<file path="src/nebula_bus_pkg.sv">
// Nebula Wishbone bus definitions
package nebula_bus_pkg;

    localparam int unsigned WB_ADR_W = 32;
    localparam int unsigned WB_DAT_W = 32;
    localparam int unsigned WB_SEL_W = WB_DAT_W / 8;

    // Manager request held until ack
    typedef struct packed {
        logic                cyc;
        logic                stb;
        logic                we;
        logic [WB_SEL_W-1:0] sel;
        logic [WB_ADR_W-1:0] adr;
        logic [WB_DAT_W-1:0] dat;
    } wb_req_t;

    typedef struct packed {
        logic                ack;
        logic [WB_DAT_W-1:0] dat;
    } wb_rsp_t;

    localparam wb_req_t WB_IDLE_REQ = '0;

    // Manager ids for round robin
    localparam int unsigned NUM_MANAGERS = 2;
    typedef logic [$clog2(NUM_MANAGERS)-1:0] mgr_id_t;
    localparam mgr_id_t MGR_HOST = mgr_id_t'(0);
    localparam mgr_id_t MGR_CPU  = mgr_id_t'(1);

    // Bus watchdog
    localparam int unsigned         WD_TIMEOUT_CYCLES = 16;
    localparam int unsigned         WD_CNT_W          = 5;
    localparam logic [WB_DAT_W-1:0] WD_TIMEOUT_DATA   = 32'hBAD0_BAD0;

endpackage

</file>
<file path="src/wb_arbiter.sv">
// Round-robin arbiter for two Wishbone managers
`timescale 1ns/10ps

module wb_arbiter (
    input  logic                    wb_clk_i,
    input  logic                    rst_n_i,
    input  nebula_bus_pkg::wb_req_t host_req_i,
    input  nebula_bus_pkg::wb_req_t cpu_req_i,
    output nebula_bus_pkg::wb_rsp_t host_rsp_o,
    output nebula_bus_pkg::wb_rsp_t cpu_rsp_o,
    output nebula_bus_pkg::wb_req_t bus_req_o,
    input  nebula_bus_pkg::wb_rsp_t bus_rsp_i
);
    import nebula_bus_pkg::*;

    typedef enum logic [1:0] {
        IDLE,
        GRANT_HOST,
        GRANT_CPU
    } arb_state_t;

    arb_state_t state_q;
    arb_state_t state_d;
    mgr_id_t    last_q;  // Winner of the previous arbitration
    mgr_id_t    last_d;

    always_comb begin
        state_d = state_q;
        last_d  = last_q;
        case (state_q)
            IDLE: begin
                // On a tie the manager not granted last goes first
                if (host_req_i.cyc && (!cpu_req_i.cyc || last_q == MGR_CPU)) begin
                    state_d = GRANT_HOST;
                    last_d  = MGR_HOST;
                end else if (cpu_req_i.cyc) begin
                    state_d = GRANT_CPU;
                    last_d  = MGR_CPU;
                end
            end
            GRANT_HOST: begin
                if (!host_req_i.cyc) state_d = IDLE;  // Held for the whole cycle
            end
            GRANT_CPU: begin
                if (!cpu_req_i.cyc) state_d = IDLE;
            end
            default: state_d = IDLE;
        endcase
    end

    always_ff @(posedge wb_clk_i) begin
        if (!rst_n_i) begin
            state_q <= IDLE;
            last_q  <= MGR_CPU;  // Host wins the first tie
        end else begin
            state_q <= state_d;
            last_q  <= last_d;
        end
    end

    // Request and response steering
    always_comb begin
        bus_req_o  = WB_IDLE_REQ;
        host_rsp_o = '0;
        cpu_rsp_o  = '0;
        case (state_q)
            GRANT_HOST: begin
                bus_req_o  = host_req_i;
                host_rsp_o = bus_rsp_i;
            end
            GRANT_CPU: begin
                bus_req_o = cpu_req_i;
                cpu_rsp_o = bus_rsp_i;
            end
            default: ;
        endcase
    end

endmodule

</file>
<file path="config.mk">
export PLATFORM = sky130hd
export DESIGN_NAME = wb_arbiter
export DESIGN_NICKNAME = d
export VERILOG_FILES = /design/src/nebula_bus_pkg.sv /design/src/wb_arbiter.sv
export SDC_FILE = /design/constraint.sdc
export NUM_CORES = 1
export LEC_CHECK = 0
export BUFFER_PORTS_ARGS = -buffer_cell sky130_fd_sc_hd__buf_2
export CORE_AREA = 3 3 121 123
export DETAILED_ROUTE_END_ITERATION = 10
export DIE_AREA = 0 0 124 126
export REMOVE_ABC_BUFFERS = 1
export SYNTH_ARGS = -nofsm -noshare
export SYNTH_HDL_FRONTEND = slang
export SYNTH_SLANG_ARGS = --single-unit
</file>
<file path="constraint.sdc">
create_clock -name wb_clk_i -period 4.9 [get_ports wb_clk_i]
set_clock_uncertainty 0.2 [all_clocks]
set_input_delay 0.735 -clock wb_clk_i [delete_from_list [all_inputs] [get_ports wb_clk_i]]
set_output_delay 0.735 -clock wb_clk_i [all_outputs]
set_load 0.01 [all_outputs]
</file>
# After elaboration in Yosys (flattened, before gate mapping)

Cells that the tools add are included.

Equality and inequality tests: 5
Mux-type cells: 10
Reductions and logical operators: 7

Operator list:

| operator             | count |
|---|---|
| $pmux W71 S2         | 1 |
| $mux W33             | 2 |
| $mux W2              | 4 |
| $pmux W2 S3          | 1 |
| $ne A2 B2 Y1 const B | 2 |
| $ne A3 B3 Y1 const B | 1 |
| $reduce_and A3 Y1    | 1 |
| $eq A2 B1 Y1 const B | 1 |
| $eq A2 B2 Y1 const B | 1 |
| $logic_not A2 Y1     | 1 |
| $mux W1              | 2 |
| $reduce_and A2 Y1    | 1 |
| $reduce_bool A2 Y1   | 1 |
| $logic_and A1 B1 Y1  | 1 |
| $logic_not A1 Y1     | 1 |
| $logic_or A1 B1 Y1   | 1 |

Bits in registers: 3

# Depth between registers and ports, before layout

Gate-level depths: netlist of run 1.

Word-level depth: 5
Depth in mapped cells: 7
Depth with buffers taken out: 5

# Least setup slack after synthesis of run 1

Ideal clock, no wire load.

Kind: reg2out
From: register state_q[1]
To: output port bus_req_o[21] in the netlist's numbering
Arrival time: 1.315 ns
Slack: 2.650 ns
Cell stages (with the launch flop): 8
Path through: dfxtp_1 > inv_1 > ha_1 > clkbuf_1 > buf_2 > buf_2 > a22oi_1 > nor2b_1

RTL lines:

| element                  | line             | text |
|---|---|---|
| start: declaration       | wb_arbiter.sv:22 | `arb_state_t state_q;` |
| start signal: assignment | wb_arbiter.sv:56 | `state_q <= state_d;` |
| end: declaration         | wb_arbiter.sv:11 | `output nebula_bus_pkg::wb_req_t bus_req_o,` |

==> impl_metrics.toml, run 1 <==
[timing]
rsz0062_at_grt = "false"
min_period_ps = 3090
timing.setup.tns_ps = 0
fmax_mhz = 324
setup_viol = 0
max-slew-margin-rel_pct = 31.5
finalWorstSetupSlack_ps = 1810
fin_crit_sh_pct = 63.0
final_hold_viol_count = 0
slew_violations = 0
tightestPinTransition_ps = 1030

[grt]
grt_pass1_wl_mm = 12.6
track_usage_pct = 9.78
busiest_layer = "met2"
gr-total-overflow = 0
grt_max_degree = 105
antenna_found_initial = 0
grt_pass1_vias = 2610
grtUsageMet1_pct = 11.8
groute.layer.met3.usage_pct = 0.943
met2_usage_pct = 19.1

[routing]
viasPerCell = 4.12
final_antenna_net_count = 0
wirelength_mm = 9.04
first_pass_iters = 4
wl_per_cell_um = 12.4
drt_drc_violations_left = 0
vias = 2989
drt_iter0_markers = 135

[layout]
final_cell_mix = "buf_2, a22oi_1, nor2b_1, and2_1, inv_1"
final_net_count = 727
final_util_pct = 25.3
area_growth_pct = 102
n_antenna_cell = 0
final_common_cell = "buf_2"
n_fill_cell = 1572
drive_above_1_share_pct = 58.6

[cts]
post_cts_buffers = 0
clock-sinks = 3
htree_levels = 1
clk_latency_ps = 220
holdBufCountCts = 0
root_buffer = "clkbuf_16"
ctsResizeCount = 0
tritoncts = "done"
clkSlewWorstSetupHoldPaths_ps = 30
cts_buffers = 3
clockBufferDepth = 2

[synth]
netlist_area_sq_um = 1720
ys_seq_area_share_pct = 3.48
yosysTopAreaCellShare_pct = 30.5
avgSynthCellArea_sq_um = 6.63
synth_cell_types = 18
netlist_top_cells_area = "a22oi_1, nor2b_1, and2_1"
synth-seq-cells = 3
synth_top_area_cell = "a22oi_1"
yosys_warnings = 0
synthCells = 260

[critical_path]
reg2reg_depth = 5
endpoint_kind = "output port"
worstPathArrival_ps = 2150
cp_top_family = "adder cells"
cp_cell_sequence = "inv_1 -> ha_4 -> a22oi_1 -> nor2b_1 -> buf_2"
r2r_end = "state_q[1]"
worst_path_max_delay_cell = "ha_4"
path_depth = 5
critPathKind = "flop to output port"
crit_fanout = 104
max_stage_delay_ps = 820
required_ps = 3960
startpoint_type = "flop"
startpoint = "state_q[0]"
cp_num_buf_inv = 2
reg2reg_slack_ps = 2780
r2r-start = "state_q[0]"
cp-endpoint = "bus_req_o[4]"

[power]
swShare_pct = 39.4
total_power_uw = 499
power_frac_comb_pct = 67.7
power.share.sequential_pct = 6.0
ir_worst_vdd_uv = 143
power_frac_clock_pct = 26.3
p_int_uw = 302
power.leakage_uw = 0.00192
p_per_area_nw_per_um2 = 143
power_switching_uw = 197

[floorplan]
die_h_um = 126
dieArea_sq_um = 15600
num_io_pins = 314
core_sq_um = 13800
start_util_pct = 12.5
rows = 43
die-width_um = 124

[hold_path]
holdCritPathClass = "flop to flop"
hp-start = "state_q[1]"
hold-path-cell-count = 2

[status]
status = "finished, final reports clean"

[placed_design]
portBuffers = 313
pre_cts_ws_ps = 2040
place_congestion = 0.744
dpl.hpwl_mm = 7.05

[run]
maxCapViolCount = 0
-- sequential cells by signal, summed over array words and instances (netlist names) --
signal	flops
last_q	1
state_q	2
-- layer usage --
| metal | vias up | part of all wire (%) |
|---|---|---|
| met5 | - | 0 |
| met4 | 0 | 0.24 |
| met3 | 2 | 11 |
| met2 | 190 | 51 |
| met1 | 1318 | 38 |
| li1 | 1479 | - |
-- logic make-up (layout without fill, tap and decap cells) --
group           Yosys count  after routing  synth area share (%)
compound gates           80             80                  35.1
fa+ha+maj                 3              3                  2.18
simple gates            139            139                  50.5
buf+inv                  35            321                  8.78
flops                     3              3                  3.48
-- power groups by stage --
stage               Combinational, uW  Sequential, uW  Clock (uW)
finish                            338            30.0         131
global route                      377            30.4         136
global placement                  340            30.1           0
floorplan                         179            29.0           0
detailed placement                340            30.3           0
CTS                               341            30.0         133
-- synthesized netlist by cell type --
master	count
nor2b_1	70
buf_2	10
nor3b_1	1
buf_6	1
a21boi_1	1
clkbuf_1	20
dfxtp_1	3
ha_1	3
and2_1	67
o211ai_1	2
a21oi_1	1
a2111o_1	1
o21ai_0	3
a22o_4	1
o31ai_1	1
and3_1	1
inv_1	4
a22oi_1	70
-- final cells by class --
type / instances / area [sq um] / area share [%]
clock buffer: 4 / 78.8 / 2.26
inverter: 4 / 15.0 / 0.431
multi-input combinational: 222 / 1540 / 44.2
sequential: 3 / 60.1 / 1.72
tap: 180 / 225 / 6.46
timing repair buffer: 313 / 1570 / 44.9
-- stage by stage --
step,area (sq um),hold WS [ps],instances
global placement,3410,321,722
CTS,3490,325,726
floorplan,1590,269,229
detailed placement,3410,321,722
finish,3490,319,726
global route,3490,359,726
-- worst min-delay path: stages (launching register included) --
cell and delay [ps]:
dfxtp_1 330, o21ai_0 80, a21boi_1 60
-- how the worst min path moves through the flow --
stage                       endpoint
after floorplan           state_q[1]
after global placement    state_q[1]
after detailed placement  state_q[1]
after CTS                 state_q[1]
after global routing      state_q[1]
final                     state_q[1]
No activity file was read; power rests on OpenSTA's default activity.
==> inputs of run 2 (changes only) <==
--- a/config.mk
+++ b/config.mk
@@ -6,9 +6,9 @@
 export NUM_CORES = 1
 export LEC_CHECK = 0
 export BUFFER_PORTS_ARGS = -buffer_cell sky130_fd_sc_hd__buf_2
-export CORE_AREA = 3 3 121 123
+export CORE_AREA = 3 3 122 124
 export DETAILED_ROUTE_END_ITERATION = 10
-export DIE_AREA = 0 0 124 126
+export DIE_AREA = 0 0 125 127
 export REMOVE_ABC_BUFFERS = 1
 export SYNTH_ARGS = -nofsm -noshare
 export SYNTH_HDL_FRONTEND = slang
==> constraint.sdc (replaced) <==
create_clock -name wb_clk_i -period 2.9 [get_ports wb_clk_i]
set_clock_uncertainty 0.2 [all_clocks]
set_input_delay 0.435 -clock wb_clk_i [delete_from_list [all_inputs] [get_ports wb_clk_i]]
set_output_delay 0.435 -clock wb_clk_i [all_outputs]
set_load 0.01 [all_outputs]
==> run 2 against run 1 <==
  * Clock-buffer cell count unchanged
  * Hold slack worse by 81 ps
  * Cell count increased by 0.83%
  * Via count is 1.3% higher
  * Sequential share of layout area about the same
  * Power rose by 74%
  * Non-clock buffer count is 6 higher
  * Design area increased by 2.4%
  * Critical path depth is the same
  * Utilization up 0.40 points
  * Highest routed layer is now met3
==> impl_metrics.toml, run 2 (synthesis gave the netlist of run 1 again) <==
[critical_path]
startpoint_type = "flop"
endpoint_kind = "output port"
worst_path_max_delay_cell = "ha_2"
max_stage_delay_ps = 590
critPathKind = "flop to output port"
required_ps = 2270
cp_cell_sequence = "inv_1 -> ha_2 -> buf_12 -> nor2b_1 -> buf_2"
cp_num_buf_inv = 3
r2r_end = "state_q[1]"
r2r-start = "state_q[0]"
crit_fanout = 49
reg2reg_depth = 5
reg2reg_slack_ps = 1030
cp_top_family = "adder cells"
worstPathArrival_ps = 1920

[cts]
clkSlewWorstSetupHoldPaths_ps = 30
ctsResizeCount = 0
holdBufCountCts = 0
htree_levels = 1
cts_buffers = 3
tritoncts = "done"
root_buffer = "clkbuf_16"
clockBufferDepth = 2
post_cts_buffers = 0
clock-sinks = 3
clk_latency_ps = 220

[routing]
viasPerCell = 4.14
vias = 3029
wl_per_cell_um = 13.6
drt_drc_violations_left = 0
wirelength_mm = 9.96
first_pass_iters = 4
drt_iter0_markers = 115
final_antenna_net_count = 0

[grt]
gr-total-overflow = 0
antenna_found_initial = 0
grt_max_degree = 50
track_usage_pct = 11.0
grt_pass1_wl_mm = 14.5
grt_pass1_vias = 2818

[layout]
final_area_sq_um = 3570
final_common_cell = "buf_2"
drive_above_1_share_pct = 59.1
final_cell_count_no_fill = 732
reg_top3 = "state_q (2), last_q (1)"
multiInputGateArea_sq_um = 1540
n_fill_cell = 1570
n_antenna_cell = 0
top_register = "state_q"
area_growth_pct = 107
largest_reg_flops = 2
final_cell_mix = "buf_2, a22oi_1, nor2b_1, and2_1, inv_1"
final_net_count = 733
regArea_sq_um = 60.1
final_util_pct = 25.7

[placed_design]
portBuffers = 313
dpl.cell_count = 728
placed_cell_area_sq_um = 3490
dpl.hpwl_mm = 8.34
place_congestion = 0.732

[power]
ir_worst_vdd_uv = 229
power_switching_uw = 341
power_frac_clock_pct = 25.1
power.share.sequential_pct = 5.9
p_per_area_nw_per_um2 = 244
power.leakage_uw = 0.00196
p_int_uw = 529
swShare_pct = 39.2
total_power_uw = 870
power_frac_comb_pct = 69.0

[hold_path]
min_to = "last_q"
holdCritPathClass = "input pin to flop"
hold-path-cell-count = 2
hp-start = "rst_n_i"

[timing]
final_hold_viol_count = 0
slew_violations = 0
fin_crit_sh_pct = 88.1
min_period_ps = 2550
setup_viol = 0
rsz0062_at_grt = "false"
max-slew-margin-rel_pct = 73.8
fmax_mhz = 392
timing.setup.tns_ps = 0
tightestPinTransition_ps = 394

[floorplan]
start_util_pct = 12.4
die_h_um = 127
rows = 43
core_sq_um = 13900
num_io_pins = 314
dieArea_sq_um = 15900
die-width_um = 125

[status]
status = "finished, final reports clean"

[run]
maxCapViolCount = 0
## run 2: area by class of cell
type                    count  area share, %
clock buffers               4           2.21
inverters                   4          0.421
multi-input cells         222           43.2
flip-flops and latches      3           1.68
well taps                 180           6.31
repair buffers            319           46.2
## run 2: through the flow
step	setup slack, ps	hold slack [ps]
after floorplan	-298	269
after global placement	597	318
after detailed placement	585	319
after CTS	305	231
after global routing	151	274
final	347	238
## run 2: worst max path at each step
stage          cells after the start        from  slack, ps             to
2_1_floorplan                      4  state_q[0]       -300   bus_req_o[0]
3_3_place_gp                       5  state_q[0]        600  bus_req_o[18]
3_5_place_dp                       5  state_q[0]        580  bus_req_o[18]
4_1_cts                            5  state_q[0]        300  bus_req_o[18]
5_1_grt                            5  state_q[0]        150  bus_req_o[18]
6_report                           5  state_q[0]        350  bus_req_o[14]
## run 2: power by group through the flow
stage                     registers, uW  logic (uW)  clock network [uW]
after floorplan                    49.1         303                   0
final                              50.9         601                 218
after CTS                          50.9         607                 225
after detailed placement           51.1         604                   0
after global placement             50.8         604                   0
after global routing               52.0         662                 231
## run 2: layer usage
layer / vias up / track usage [%] / routed length, um / part of all wire [%]
met4: 0 / 0.383 / 0 / 0
met2: 186 / 21.0 / 5170 / 52
met5: - / 0 / 0 / 0
met1: 1353 / 12.9 / 3690 / 37
li1: 1490 / - / - / -
met3: 0 / 2.93 / 1100 / 11
## run 2: worst register-to-register path: stages (launching register included)
cell and delay [ps]:
dfxtp_1 400, inv_1 120, ha_4 290, a22o_4 330, a2111o_1 350, a21boi_1 120
==> inputs of run 3 (changes only) <==
--- a/config.mk
+++ b/config.mk
@@ -5,6 +5,7 @@
 export SDC_FILE = /design/constraint.sdc
 export NUM_CORES = 1
 export LEC_CHECK = 0
+export ABC_AREA = 1
 export BUFFER_PORTS_ARGS = -buffer_cell sky130_fd_sc_hd__buf_2
 export CORE_AREA = 3 3 122 124
 export DETAILED_ROUTE_END_ITERATION = 10
==> run 3 against run 2 <==
  * Die area unchanged
  * Register-to-register slack better by 90 ps
  * Global-route usage about the same
  * Sequential power up 2%
  * Area after synthesis up 4.1%
  * Critical path type unchanged
  * Highest routed layer is now met4
==> impl_metrics.toml, run 3 <==
[synth]
async_flop_share_pct = 0
synth_edf_count = 0
avgSynthCellArea_sq_um = 4.42
synth_cell_types = 13
synth.most_common_cell = "nand2_1"
synthFlopType = "dfxtp_1"
synth-seq-cells = 3
synthCells = 406
yosysTopAreaCellShare_pct = 44.9
synth_top_area_cell = "nand2_1"
netlist_top_cells_area = "nand2_1, a21oi_1, inv_1"
yosys_warnings = 0
netlist_area_sq_um = 1800
synth_common_cells = "nand2_1, a21oi_1, inv_1, buf_2, buf_6"
ys_seq_area_share_pct = 3.34

[routing]
drt_iter0_markers = 126
final_antenna_net_count = 0
wl_per_cell_um = 11.5
viasPerCell = 3.86
wirelength_mm = 10.1
drt_drc_violations_left = 0
first_pass_iters = 4
vias = 3397

[cts]
htree_levels = 1
tritoncts = "done"
root_buffer = "clkbuf_16"
holdBufCountCts = 0
post_cts_buffers = 0
clock-sinks = 3
clk_latency_ps = 230
clkSlewWorstSetupHoldPaths_ps = 30
clockBufferDepth = 2
ctsResizeCount = 0
cts_buffers = 3

[critical_path]
startpoint_type = "flop"
critPathKind = "flop to output port"
worst_path_max_delay_cell = "dfxtp_1"
worstPathArrival_ps = 1810
cp_cell_sequence = "inv_1 -> ha_1 -> inv_2 -> buf_4 -> a21oi_1 -> buf_2"
cp_top_family = "buffers and inverters"
r2r-start = "state_q[0]"
required_ps = 2270
crit_fanout = 23
cp_num_buf_inv = 4
endpoint_kind = "output port"
startpoint = "state_q[0]"
max_stage_delay_ps = 390

[floorplan]
num_io_pins = 314
core_sq_um = 13900
rows = 43
start_util_pct = 12.9
die-width_um = 125
dieArea_sq_um = 15900
die_h_um = 127

[layout]
n_antenna_cell = 0
final_common_cell = "buf_2"
drive_above_1_share_pct = 46.7
area_growth_pct = 99.7
final_net_count = 881
reg_top3 = "state_q (2), last_q (1)"
final_util_pct = 25.8
final_cell_mix = "buf_2, nand2_1, a21oi_1, inv_1"
largest_reg_flops = 2
top_register = "state_q"

[power]
power.leakage_uw = 0.00251
ir_worst_vdd_uv = 251
total_power_uw = 981
p_per_area_nw_per_um2 = 274

[grt]
grt_pass1_vias = 3018
grt_max_degree = 58
antenna_found_initial = 0
grt_pass1_wl_mm = 14.7
gr-total-overflow = 0
track_usage_pct = 11.0

[placed_design]
portBuffers = 313
dpl.hpwl_mm = 8.50
place_congestion = 0.839

[status]
status = "finished, final reports clean"

[timing]
min_period_ps = 2440
setup_viol = 0
fmax_mhz = 409
max-slew-margin-rel_pct = 79.6
timing.setup.tns_ps = 0
fin_crit_sh_pct = 84.3
slew_violations = 0
hold_ws_ps = 289
rsz0062_at_grt = "false"
final_hold_viol_count = 0
tightestPinTransition_ps = 306

[hold_path]
hp-start = "rst_n_i"
holdCritPathClass = "input pin to flop"

[run]
maxCapViolCount = 0
[run 3: path summary, 6_finish.rpt]
check	depth (start not counted)	to	slack [ps]
min reg2reg	2	state_q[1]	310
max reg2reg	9	state_q[1]	1120
max	6	bus_req_o[46]	460
min	3	state_q[0]	290
[run 3: routing by layer]
metal / vias up / wire length [um] / global-route usage [%] / share of wire [%]
met2: 175 / 5130 / 20.8 / 51
met5: - / 0 / 0 / 0
met4: 0 / 140 / 2.36 / 1.4
li1: 1779 / - / - / -
met1: 1431 / 4020 / 12.9 / 40
met3: 12 / 794 / 1.92 / 7.9
[run 3: report_power, final]
| group | leakage, uW | internal (uW) | total, uW | switching, uW |
|---|---|---|---|---|
| Combinational | 0.00244 | 286 | 708 | 422 |
| Clock | 0.0000382 | 182 | 221 | 39.3 |
| Sequential | 0.0000248 | 47.1 | 51.7 | 4.53 |
[run 3: final cells by class]
class,instances,area (sq um)
Fill cell,1617,10300
Timing Repair Buffer,321,1680
Multi-Input combinational cell,298,1270
Inverter,74,278
Tap cell,180,225
Clock buffer,4,78.8
Sequential cell,3,60.1
[run 3: worst register-to-register path, stage by stage (launching register included)]
cell and delay (ps):
dfxtp_1 340, inv_1 130, ha_4 230, buf_4 320, nand2_1 90, nand2_1 70, inv_1 80, nand2_1 90
nand2_1 50, a21oi_1 110
[run 3: kinds of logic (layout without fill, tap and decap cells)]
kind of cell / Yosys count / count (layout) / synth area share (%)
flip-flops: 3 / 3 / 3.35
buffers and inverters: 105 / 399 / 27.5
AO/OA/AOI/OAI: 75 / 75 / 20.9
adder cells (fa/ha/maj): 3 / 3 / 2.09
AND/OR/NAND/NOR: 220 / 220 / 46.1
[run 3: through the flow]
stage,cell area (sq um),worst slack (ps),instances
3_5_place_dp,3510,667,876
3_3_place_gp,3510,717,876
5_1_grt,3580,305,880
4_1_cts,3580,439,880
2_1_floorplan,1580,-364,375
6_report,3580,455,880
